## src/common/bpred_defs.svh

```systemverilog
`ifndef BPRED_DEFS_SVH
`define BPRED_DEFS_SVH

//////////////////////////////////////////////////
// Branch predictor sizing
//////////////////////////////////////////////////

// Architectural PC width, RV32
`define BPRED_XLEN 32

// Direction table index width
// 64 two-bit counters
`define BPRED_DIR_INDEX_BITS 6

// Target buffer index width
// 32 direct-mapped entries
`define BPRED_BTB_INDEX_BITS 5

// Return address stack entries
`define BPRED_RAS_DEPTH 4

`endif

```

## src/common/bpredPkg.sv

```systemverilog
`include "bpred_defs.svh"

package bpredPkg;

  //////////////////////////////////////////////////
  // Basic types
  //////////////////////////////////////////////////

  // Program counter
  typedef logic [`BPRED_XLEN-1:0] pcT;

  // Two-bit saturating counter state
  // Upper bit is the taken prediction
  typedef enum logic [1:0] {
    stronglyNotTaken = 2'b00,
    weaklyNotTaken   = 2'b01,
    weaklyTaken      = 2'b10,
    stronglyTaken    = 2'b11
  } dirStateT;

  // Control-flow class of a fetched instruction
  // All zero means not a control-flow instruction
  typedef struct packed {
    logic isReturn;
    logic isJumpReg;
    logic isJump;
    logic isCall;
    logic isBranch;
  } instrClassT;

  //////////////////////////////////////////////////
  // Pipeline payload
  //////////////////////////////////////////////////

  // Prediction state carried from F through D to E
  // Zero is a bubble with stronglyNotTaken
  typedef struct packed {
    dirStateT   dirState;
    instrClassT instrClass;
  } stagePredT;

endpackage

```

## src/bpred/bpred.sv

```systemverilog
`timescale 1ns/1ns

// Branch prediction unit, fetch to execute
module bpred (
  input  logic         clk,
  input  logic         reset,
  input  logic         StallF,
  input  logic         StallD,
  input  logic         StallE,
  input  logic         FlushF,
  input  logic         FlushD,
  input  logic         FlushE,
  // Fetch side
  input  bpredPkg::pcT PCNextF,
  input  logic [31:0]  InstrF,
  output bpredPkg::pcT BPPredPCF,
  output logic         SelBPPredF,
  // Execute side
  input  bpredPkg::pcT PCE,
  input  bpredPkg::pcT PCD,
  input  bpredPkg::pcT PCTargetE,
  input  bpredPkg::pcT PCLinkE,
  input  logic         PCSrcE,
  output logic         BPPredWrongE
);

  logic [6:0]           opcodeF;
  logic [4:0]           rdF;
  logic [4:0]           rs1F;
  logic                 isJalF;
  logic                 isJalrF;
  bpredPkg::instrClassT classF;
  bpredPkg::dirStateT   dirPredF;
  bpredPkg::pcT         btbTargetF;
  logic                 btbValidF;
  bpredPkg::pcT         rasTopF;
  bpredPkg::stagePredT  stageF;
  bpredPkg::stagePredT  stageD;
  bpredPkg::stagePredT  stageE;
  logic                 commitE;
  bpredPkg::pcT         correctPCE;
  logic                 pcWrongE;
  logic                 dirWrongE;

  //////////////////////////////////////////////////
  // Class decode in F
  //////////////////////////////////////////////////

  // Uncompressed encodings only
  assign opcodeF = InstrF[6:0];
  assign rdF     = InstrF[11:7];
  assign rs1F    = InstrF[19:15];
  assign isJalF  = opcodeF == 7'h6F;
  assign isJalrF = opcodeF == 7'h67;

  // ret is jalr x0, 0(x1)
  assign classF.isReturn  = isJalrF && rs1F == 5'd1 && rdF == 5'd0;
  assign classF.isJumpReg = isJalrF && !classF.isReturn;
  assign classF.isJump    = isJalF;
  // Link into ra marks a call
  assign classF.isCall    = (isJalF || isJalrF) && rdF == 5'd1;
  assign classF.isBranch  = opcodeF == 7'h63;

  //////////////////////////////////////////////////
  // Predictors
  //////////////////////////////////////////////////

  // Table updates retire with E
  assign commitE = !StallE && !FlushE;

  dirPredictor u_dirPredictor (
    .clk        (clk),
    .reset      (reset),
    .lookupPC   (PCNextF),
    .prediction (dirPredF),
    .updatePC   (PCE),
    .updateEn   (stageE.instrClass.isBranch && commitE),
    .updateTaken(PCSrcE),
    .updateOld  (stageE.dirState)
  );

  // Holds targets of branches and both jump kinds
  btbPredictor u_btbPredictor (
    .clk         (clk),
    .reset       (reset),
    .lookupPC    (PCNextF),
    .target      (btbTargetF),
    .valid       (btbValidF),
    .updateEn    ((stageE.instrClass.isBranch || stageE.instrClass.isJump ||
                   stageE.instrClass.isJumpReg) && commitE),
    .updatePC    (PCE),
    .updateTarget(PCTargetE)
  );

  // Push at call resolve, pop once as the return leaves F
  rasPredictor u_rasPredictor (
    .clk   (clk),
    .reset (reset),
    .push  (stageE.instrClass.isCall && commitE),
    .pushPC(PCLinkE),
    .pop   (classF.isReturn && !StallF),
    .top   (rasTopF)
  );

  // Returns trust the RAS, everything else needs a BTB hit
  assign SelBPPredF = classF.isReturn ||
                      (btbValidF && ((classF.isBranch && dirPredF[1]) ||
                                     classF.isJump || classF.isJumpReg));
  assign BPPredPCF  = classF.isReturn ? rasTopF : btbTargetF;

  //////////////////////////////////////////////////
  // Stage registers F to D to E
  //////////////////////////////////////////////////

  assign stageF.dirState   = dirPredF;
  assign stageF.instrClass = classF;

  pipeStage #(.payloadT(bpredPkg::stagePredT)) u_stageD (
    .clk  (clk),
    .reset(reset),
    .en   (!StallF),
    .clear(FlushF),
    .d    (stageF),
    .q    (stageD)
  );

  pipeStage #(.payloadT(bpredPkg::stagePredT)) u_stageE (
    .clk  (clk),
    .reset(reset),
    .en   (!StallD),
    .clear(FlushD),
    .d    (stageD),
    .q    (stageE)
  );

  //////////////////////////////////////////////////
  // Misprediction check in E
  //////////////////////////////////////////////////

  // Where the instruction really went
  assign correctPCE = PCSrcE ? PCTargetE : PCLinkE;
  // PCD is the address fetch actually followed
  assign pcWrongE   = PCD != correctPCE;
  // Direction only matters for conditional branches
  assign dirWrongE  = stageE.instrClass.isBranch && (stageE.dirState[1] != PCSrcE);

  // Bubbles and plain instructions never flag
  assign BPPredWrongE = (stageE.instrClass != '0) && (pcWrongE || dirWrongE);

endmodule

```

## src/bpred/btbPredictor.sv

```systemverilog
`timescale 1ns/1ns
`include "bpred_defs.svh"

// Direct-mapped branch target buffer
module btbPredictor (
  input  logic         clk,
  input  logic         reset,
  input  bpredPkg::pcT lookupPC,
  output bpredPkg::pcT target,
  output logic         valid,
  input  logic         updateEn,
  input  bpredPkg::pcT updatePC,
  input  bpredPkg::pcT updateTarget
);

  localparam int IndexBits = `BPRED_BTB_INDEX_BITS;
  localparam int Entries   = 1 << IndexBits;
  // Tag is everything above the index
  localparam int TagBits   = `BPRED_XLEN - IndexBits - 2;

  logic [IndexBits-1:0] lookupIndex;
  logic [IndexBits-1:0] updateIndex;
  logic [TagBits-1:0]   lookupTag;
  logic [TagBits-1:0]   updateTag;

  bpredPkg::pcT         targets [Entries];
  logic [TagBits-1:0]   tags    [Entries];
  logic [Entries-1:0]   valids;

  logic                 forward;
  logic                 hit;

  //////////////////////////////////////////////////
  // Address split
  //////////////////////////////////////////////////

  assign lookupIndex = lookupPC[IndexBits+1:2];
  assign lookupTag   = lookupPC[`BPRED_XLEN-1:IndexBits+2];
  assign updateIndex = updatePC[IndexBits+1:2];
  assign updateTag   = updatePC[`BPRED_XLEN-1:IndexBits+2];

  // Update to the very same PC as the lookup
  assign forward = updateEn && (updateIndex == lookupIndex) && (updateTag == lookupTag);

  // Stored entry matches the lookup
  assign hit = valids[lookupIndex] && (tags[lookupIndex] == lookupTag);

  //////////////////////////////////////////////////
  // Table write
  //////////////////////////////////////////////////

  // Valid bits and tags
  always_ff @(posedge clk) begin
    if (reset) begin
      valids <= '0;
      for (int i = 0; i < Entries; i++) begin
        tags[i] <= '0;
      end
    end else if (updateEn) begin
      valids[updateIndex] <= 1'b1;
      tags[updateIndex]   <= updateTag;
    end
  end

  // Target storage
  always_ff @(posedge clk) begin
    if (updateEn) begin
      targets[updateIndex] <= updateTarget;
    end
  end

  //////////////////////////////////////////////////
  // Registered lookup
  //////////////////////////////////////////////////

  // Result lands in the F cycle
  always_ff @(posedge clk) begin
    if (reset) begin
      valid <= 1'b0;
    end else begin
      valid <= forward || hit;
    end
  end

  // Forwarded target beats the stale table entry
  always_ff @(posedge clk) begin
    target <= forward ? updateTarget : targets[lookupIndex];
  end

endmodule

```

## src/bpred/dirPredictor.sv

```systemverilog
`timescale 1ns/1ns
`include "bpred_defs.svh"

// Table of two-bit saturating counters indexed by PC
module dirPredictor (
  input  logic               clk,
  input  logic               reset,
  input  bpredPkg::pcT       lookupPC,
  output bpredPkg::dirStateT prediction,
  input  bpredPkg::pcT       updatePC,
  input  logic               updateEn,
  input  logic               updateTaken,
  input  bpredPkg::dirStateT updateOld
);

  localparam int IndexBits = `BPRED_DIR_INDEX_BITS;
  localparam int Entries   = 1 << IndexBits;

  logic [IndexBits-1:0] lookupIndex;
  logic [IndexBits-1:0] updateIndex;
  bpredPkg::dirStateT   counters [Entries];
  bpredPkg::dirStateT   nextState;

  // Word aligned PCs, skip the two low bits
  assign lookupIndex = lookupPC[IndexBits+1:2];
  assign updateIndex = updatePC[IndexBits+1:2];

  //////////////////////////////////////////////////
  // Saturating step
  //////////////////////////////////////////////////

  // Move one step toward the resolved direction
  always_comb begin
    nextState = updateOld;
    if (updateTaken) begin
      if (updateOld != bpredPkg::stronglyTaken) begin
        nextState = bpredPkg::dirStateT'(updateOld + 2'd1);
      end
    end else begin
      if (updateOld != bpredPkg::stronglyNotTaken) begin
        nextState = bpredPkg::dirStateT'(updateOld - 2'd1);
      end
    end
  end

  //////////////////////////////////////////////////
  // Counter table
  //////////////////////////////////////////////////

  // Whole table returns to weakly not taken in one cycle
  always_ff @(posedge clk) begin
    if (reset) begin
      for (int i = 0; i < Entries; i++) begin
        counters[i] <= bpredPkg::weaklyNotTaken;
      end
    end else if (updateEn) begin
      counters[updateIndex] <= nextState;
    end
  end

  // Registered read, valid in the F cycle
  // A same-cycle update is not seen here
  always_ff @(posedge clk) begin
    if (reset) begin
      prediction <= bpredPkg::weaklyNotTaken;
    end else begin
      prediction <= counters[lookupIndex];
    end
  end

  // Saturation at the top must hold across the write
  assert property (@(posedge clk) disable iff (reset)
    (updateEn && updateTaken && updateOld == bpredPkg::stronglyTaken)
      |=> counters[$past(updateIndex)] == bpredPkg::stronglyTaken)
    else $error("dirPredictor: stronglyTaken left saturation on taken update");

endmodule

```

## src/bpred/rasPredictor.sv

```systemverilog
`timescale 1ns/1ns
`include "bpred_defs.svh"

// Circular return address stack
module rasPredictor (
  input  logic         clk,
  input  logic         reset,
  input  logic         push,
  input  bpredPkg::pcT pushPC,
  input  logic         pop,
  output bpredPkg::pcT top
);

  localparam int Depth    = `BPRED_RAS_DEPTH;
  localparam int IdxBits  = $clog2(Depth);
  localparam int FillBits = $clog2(Depth + 1);

  bpredPkg::pcT        entries [Depth];
  // Circular index of the top entry
  logic [IdxBits-1:0]  topIdx;
  // Live entry count that saturates at Depth
  logic [FillBits-1:0] fill;

  logic                popLive;
  logic [IdxBits-1:0]  popIdx;
  logic [IdxBits-1:0]  nextIdx;
  logic [FillBits-1:0] popFill;
  logic [FillBits-1:0] nextFill;

  // Pop reads the current top
  assign top = entries[topIdx];

  //////////////////////////////////////////////////
  // Pointer update
  //////////////////////////////////////////////////

  // Empty pop leaves the pointer where it is
  assign popLive = pop && (fill != '0);
  assign popIdx  = popLive ? topIdx - IdxBits'(1) : topIdx;
  assign popFill = popLive ? fill - FillBits'(1) : fill;

  // Push goes on the entry after the post-pop top
  assign nextIdx  = push ? popIdx + IdxBits'(1) : popIdx;
  assign nextFill = (push && popFill != FillBits'(Depth)) ? popFill + FillBits'(1) : popFill;

  // Full stack wraps onto the oldest entry
  always_ff @(posedge clk) begin
    if (reset) begin
      topIdx <= '0;
      fill   <= '0;
      for (int i = 0; i < Depth; i++) begin
        entries[i] <= '0;
      end
    end else begin
      topIdx <= nextIdx;
      fill   <= nextFill;
      if (push) begin
        entries[nextIdx] <= pushPC;
      end
    end
  end

  assert property (@(posedge clk) disable iff (reset) fill <= FillBits'(Depth))
    else $error("rasPredictor: stack pointer past depth");

endmodule

```

## src/verilog/pipeStage.sv

```systemverilog
`timescale 1ns/1ns

// Pipeline register for any packed payload
module pipeStage #(
  parameter type payloadT = logic [7:0]
) (
  input  logic    clk,
  input  logic    reset,
  input  logic    en,
  input  logic    clear,
  input  payloadT d,
  output payloadT q
);

  // Clear wins over enable, stall holds
  always_ff @(posedge clk) begin
    if (reset || clear) begin
      q <= '0;
    end else if (en) begin
      q <= d;
    end
  end

  // Bubble out of reset so later stages start clean
  assert property (@(posedge clk) reset |=> q == '0)
    else $error("pipeStage: payload not cleared after reset");

endmodule
```

## config.mk

```make
export PLATFORM = sky130hd
export DESIGN_NAME = bpred
export DESIGN_NICKNAME = d
export VERILOG_FILES = /design/src/common/bpredPkg.sv /design/src/bpred/bpred.sv /design/src/bpred/btbPredictor.sv /design/src/bpred/dirPredictor.sv /design/src/bpred/rasPredictor.sv /design/src/verilog/pipeStage.sv
export VERILOG_INCLUDE_DIRS = /design/src /design/src/common
export SDC_FILE = /design/constraint.sdc
export NUM_CORES = 2
export LEC_CHECK = 0
export BUFFER_PORTS_ARGS = -buffer_cell sky130_fd_sc_hd__buf_4
export CORE_MARGIN = 2
export CORE_UTILIZATION = 55
export DETAILED_ROUTE_END_ITERATION = 16
export GPL_TIMING_DRIVEN = 0
export PLACE_DENSITY = 0.71
export SYNTH_ARGS = -nofsm -noshare
export SYNTH_HDL_FRONTEND = slang
export SYNTH_HIERARCHICAL = 1
export SYNTH_SLANG_ARGS = --single-unit
```

## constraint.sdc

```tcl
create_clock -name clk -period 5.1 [get_ports clk]
set_input_delay 0.51 -clock clk [delete_from_list [all_inputs] [get_ports clk]]
set_output_delay 0.51 -clock clk [all_outputs]
set_load 0.05 [all_outputs]
```

# Yosys cells after proc, flatten, opt, wreduce, memory -nomap -nowiden
# Memories as Yosys holds them, arrays and structs flattened. A register that Yosys moved wholly into a read port is not among the register bits.
# Cells that the tools add are included.
[totals]
reg_bits = 84
mem_bits_rw = 2080
in_bits = 201
out_inout_bits = 34
elab_cells = 119
mem_count = 4
[op_classes]
addsub = 6
magnitude_cmp = 3
eq_ne = 12
n_mux = 36
n_bitwise = 1
n_reduce_logical = 40
[memory_table]
columns = ["memory", "depth", "width", "read_ports", "rd_clocked_by_memory_dff", "write_ports", "line_no", "source"]
rows = [
  ["u_btbPredictor.targets", 32, 32, 1, 0, 1, "btbPredictor.sv:26", "bpredPkg::pcT targets [Entries];"],
  ["u_btbPredictor.tags", 32, 25, 1, 0, 32, "btbPredictor.sv:27", "logic [TagBits-1:0] tags [Entries];"],
  ["u_dirPredictor.counters", 64, 2, 1, 1, 64, "dirPredictor.sv:21", "bpredPkg::dirStateT counters [Entries];"],
  ["u_rasPredictor.entries", 4, 32, 1, 1, 4, "rasPredictor.sv:18", "bpredPkg::pcT entries [Depth];"],
]
[op_table]
columns = ["operator", "count"]
rows = [
  ["$mux 32", 4],
  ["$eq 25x25->1", 2],
  ["$ne 32x32->1", 1],
  ["$or 32x32->32", 1],
  ["$reduce_or 32->1", 1],
  ["$mux 25", 1],
  ["$reduce_or 25->1", 1],
  ["$eq 7x7->1 const B", 3],
  ["$logic_and 1x1->1", 19],
  ["$mux 1", 17],
  ["$mux 2", 8],
  ["$lt 5x6->1 const B", 2],
  ["$eq 5x1->1 const B", 2],
  ["$logic_or 1x1->1", 10],
  ["$mux 3", 2],
  ["$mux 6", 1],
  ["$bmux 1 s5", 1],
  ["$demux 1 s5", 1],
  ["$eq 5x5->1", 1],
  ["$ge 5x1->1 const B", 1],
  ["$logic_not 5->1", 1],
  ["$mux 5", 1],
  ["$reduce_bool 5->1", 1],
  ["$add 2x1->2 const B", 2],
  ["other kinds (10)", 14],
]

# Depth between registers and ports, before layout
[logic_depth]
depth_word = 9
depth_mapped = 13
depth_no_buf = 11

# By module
# Netlist, hierarchy kept.
[modules_own_cells]
columns = ["module", "n_inst", "cells_per_inst", "area_per_inst_um2", "seq_area_each_um2"]
rows = [
  ["btbPredictor", 1, 4151, 78117.4, 56073.8],
  ["dirPredictor", 1, 541, 6502.5, 3883.7],
  ["rasPredictor", 1, 363, 5994.5, 3943.8],
  ["bpred", 1, 140, 1255.0, 0.0],
  ["pipeStage", 2, 24, 252.7, 140.1],
]

# Least setup slack after synthesis
# No wires, ideal clock.
[synth_timing]
kind = "input port to flip-flop"
startpoint = "input port FlushE"
endpoint = "memory u_btbPredictor/tags[28][0] (netlist bit), enable pin"
setup_time_ns = 0.442
t_arrival_ns = 3.417
required_ns = 4.658
slack_ns = 1.241
cell_stages = 6
n_path_buf = 2
path_cell_list = "nor3_1 > nor2b_1 > nand2b_1 > clkbuf_1 > clkbuf_1 > o21ai_0"
[synth_lines]
columns = ["item", "line_no", "source"]
rows = [
  ["from (decl)", "bpred.sv:12", "input logic FlushE,"],
  ["to (decl)", "btbPredictor.sv:27", ""],
]

# Final worst setup path
[layout_timing]
startpoint = "input port PCNextF[3]"
endpoint = "register u_btbPredictor.valid"
[layout_between]
elab_chain_len = 4
word_cells_on_any_way = 9
classes_between = "eq/ne: 2; mux: 2; reduce/logical: 4; memory: 1"
[layout_rtl]
columns = ["item", "line_no", "source"]
rows = [
  ["from (decl)", "bpred.sv:14", "input bpredPkg::pcT PCNextF,"],
  ["$mem_v2 32x25 (tied with other cells)", "-", ""],
  ["$eq 25x25->1 (tied with other cells)", "btbPredictor.sv:46", "assign hit = valids[lookupIndex] && (tags[lookupIndex] == lookupTag);"],
  ["$logic_and 1x1->1 (on tied branches)", "btbPredictor.sv:46, btbPredictor.sv:43", ""],
  ["$logic_or 1x1->1 (*)", "btbPredictor.sv:81", "valid <= forward || hit;"],
  ["to (signal assigned)", "btbPredictor.sv:81", ""],
  ["to (decl)", "btbPredictor.sv:10", "output logic valid,"],
]
# Mark *: on every way between the ends. The rest lies on a longest branch, timed or not. The select of a mux whose other input is x is not followed.
# A chain may end at the register's enable or synchronous reset.

==> results_dict.tcl <==
set metrics [dict create \
    outcome "finished with violations" \
    violations "max-capacitance violations, max-slew violations, negative setup slack" \
    fin_util_pct 63.7 \
    path_class "primary input to flip-flop" \
    clk_path_buf_depth 3 \
    wl_um 296000 \
    synth_edf_count 2080 \
    first_pass_iters 8 \
    whs_path_depth 2 \
    rsz0062_at_grt "no" \
    maxCapViolCount 5 \
    whs_endpoint "u_btbPredictor/tags[30][15]" \
    core_sq_mm 0.167 \
    p_per_area_mw_per_mm2 362 \
    start_kind "primary input" \
    r2r-end "u_btbPredictor/tags[18][6]" \
    route.detailed.drc 0 \
    worst_slew_pin_slew_ns 1.56 \
    setup_ws_ns -0.210 \
    fmax_mhz 188 \
    antenna_found_initial 25 \
    fin_nets 5990 \
    yosys.area.top_type "edfxtp_1" \
    end_kind "flip-flop" \
    grt_max_degree 35 \
    layout-drive-gt1-share_pct 24.0 \
    grt_pass1_wl_um 409000 \
    htree_levels 4 \
    ys_ff_latch 2166 \
    clkLatencyLatePin_ns 0.88 \
    netlist_area_sq_mm 0.0924 \
    grtUsageTotal_pct 34.9 \
    syn_inst 5243 \
    die_x_um 414 \
    period_share_pct 104 \
    clock-sinks 2166 \
    regToRegStartpoint "u_stageE/q[0]" \
    cts_made_buffers 214 \
    hp-start "PCE[22]" \
    setup-violations-final 11 \
    reg2regPathDepth 6 \
    synth_nets 5448 \
    vias_per_cell 6.68 \
    die_area_sq_mm 0.171 \
    row_count 150 \
    gp_congestion 0.960 \
    slew_violations 21 \
    cts_setup_buffers 0 \
    grt_overflow 0 \
    cts_root_buf "clkbuf_16" \
    fillers 11600 \
    avgSynthCellArea_sq_um 17.6 \
    period_needed_ns 5.31 \
    cts_tree "built" \
    path_clk_slew_ns 0.06 \
    synthToLayoutAreaGrowth_pct 15.1 \
    synth_flop_cell "edfxtp_1" \
    postRouteAntennaNets 0 \
    io_buffers 211 \
    vias 54600 \
    grt_pass1_vias 53800 \
    synth-seq-area-share_pct 69.5 \
    ir_worst_vdd_mv 0.380 \
    netlist_top_cells_count "edfxtp_1, and2_1, mux4_2" \
    wire_per_inst_um 36.2 \
    die_y_um 414 \
    drt_iter0_markers 8259 \
    synth_most_common_cell "edfxtp_1" \
    leakagePower_nw 36.3 \
    cp_max_fo 10 \
    synth_area_leaders "edfxtp_1, mux4_2, and2_1, mux2i_1, dfxtp_1" \
    arrival_ns 5.97 \
    placedCellCount 7727 \
    dp_hpwl_um 196000 \
    synth_cell_types 79 \
    fin_skew_ns 0.0333 \
    hold_violations 0 \
    rrSetupSlack_ns -0.09 \
    worstPathRequired_ns 5.76 \
    stdcell_count 8176 \
    ios 235 \
    initial_core_util_pct 55.3 \
    hold_path_class "primary input to flip-flop" \
    async_reset_ff_share_pct 0 \
    yosysTopAreaCellShare_pct 67.6 \
    max-slew-margin-rel_pct -4.60 \
    yosysWarningCount 6 \
]
layout by cell type (no fill, tap or decap), drive strengths merged, types with 9 or more instances in the layout:
cell type and instances:
a31oi 10, or2 38, nor3b 13, nand2b 39, nor4 12, a21o 27, edfxtp 2080, mux2i 183
inv 23, xor2 58, nor2 217, nand2 129, clkbuf 526, dlygate4sd3 46, xnor2 33, buf 436
a221oi 9, o21ai 47, and2 934, dfxtp 86, mux2 38, a21oi 47, nand4 21, nor3 47
nor2b 17, nand3 67, clkinv 75, bufinv 20, mux4 571, nand3b 9, a22oi 34
area by class of cell:
type	instances	area [sq um]	share of cell area (%)
flip-flops and latches	2166	64200	60.4
multi-input cells	2664	26900	25.3
clock buffers	284	5730	5.39
repair buffers	327	3540	3.33
well taps	2204	2760	2.59
plain buffers	397	1830	1.72
clock inverters	111	1280	1.21
inverters	15	56.3	0.0530
diodes	8	20.0	0.0188
registers in the layout, summed over array words and instances (netlist names):
register	cells
u_dirPredictor/prediction	2
u_stageD/q	7
u_rasPredictor/entries	128
u_btbPredictor/target	32
u_rasPredictor/fill	3
u_btbPredictor/tags	800
u_rasPredictor/topIdx	2
u_btbPredictor/targets	1024
u_stageE/q	7
u_btbPredictor/valid	1
u_btbPredictor/valids	32
u_dirPredictor/counters	128
worst max path at each step:
| stage | cells after the start | start | endpoint | slack (ns) |
|---|---|---|---|---|
| floorplan | 6 | FlushE | u_btbPredictor/tags[28][0] | 1.24 |
| global placement | 5 | FlushE | u_btbPredictor/tags[14][6] | -3.59 |
| detailed placement | 13 | PCNextF[3] | u_btbPredictor/valid | -0.80 |
| CTS | 13 | PCNextF[3] | u_btbPredictor/valid | 0.08 |
| global route | 12 | PCNextF[3] | u_btbPredictor/valid | 0.08 |
| finish | 12 | PCNextF[3] | u_btbPredictor/valid | -0.21 |
power breakdown:
group / leakage, nW / internal [mW] / total [mW] / switching (mW)
Clock: 3.39 / 8.95 / 15.8 / 6.81
Sequential: 20.6 / 19.8 / 19.9 / 0.103
Combinational: 12.3 / 0.995 / 2.87 / 1.88
Total: 36.3 / 29.7 / 38.5 / 8.79
cell families after synthesis:
logic type / count (synthesis) / share of synthesized area, %
compound gates: 215 / 1.56
xor+xnor: 91 / 0.871
fa+ha+maj: 5 / 0.0650
buf+inv: 413 / 2.04
flops: 2166 / 69.5
mux: 792 / 16.4
simple gates: 1561 / 9.60
worst max-delay path, stage by stage:
cell     delay, ns
buf_4         0.12
buf_6         0.26
buf_6         0.25
buf_2         0.58
buf_1         1.01
mux4_2        0.48
a31oi_1       0.21
nand4_1       0.15
xor2_1        0.19
nor4_1        0.65
nand4_1       0.47
o41ai_2       1.04
metal layers:
layer	part of all wire, %	vias to the layer above	wire (um)	global-route usage, %
met2	46	4256	136000	53.4
met4	7.6	14	22500	21.6
li1	-	21400	-	-
met3	12	1010	36100	10.2
met5	0.029	-	86	0.622
met1	34	28000	102000	44.1
what timing repair did:
action                                 in CTS  in global routing
hold buffers                               46                  0
resized for setup                           0                  0
setup endpoints to repair                   0                  1
endpoints found under the hold margin     156                  0
per-stage QoR:
step / setup slack (ns) / TNS, ns / instance area (sq um) / hold slack [ns] / total power, mW
after CTS: 0.0772 / 0 / 106000 / 0.00350 / 38.5
after detailed placement: -0.802 / -4.83 / 98800 / 0.437 / 23.0
final: -0.210 / -0.794 / 106000 / 0.0361 / 38.5
after global routing: 0.0816 / 0 / 106000 / 0.0310 / 39.3
after global placement: -3.59 / -3655.98 / 96700 / 0.427 / 22.9
after floorplan: 1.24 / 0 / 92400 / 0.421 / 21.6
Note: power is estimated with default switching activity, not from simulation.
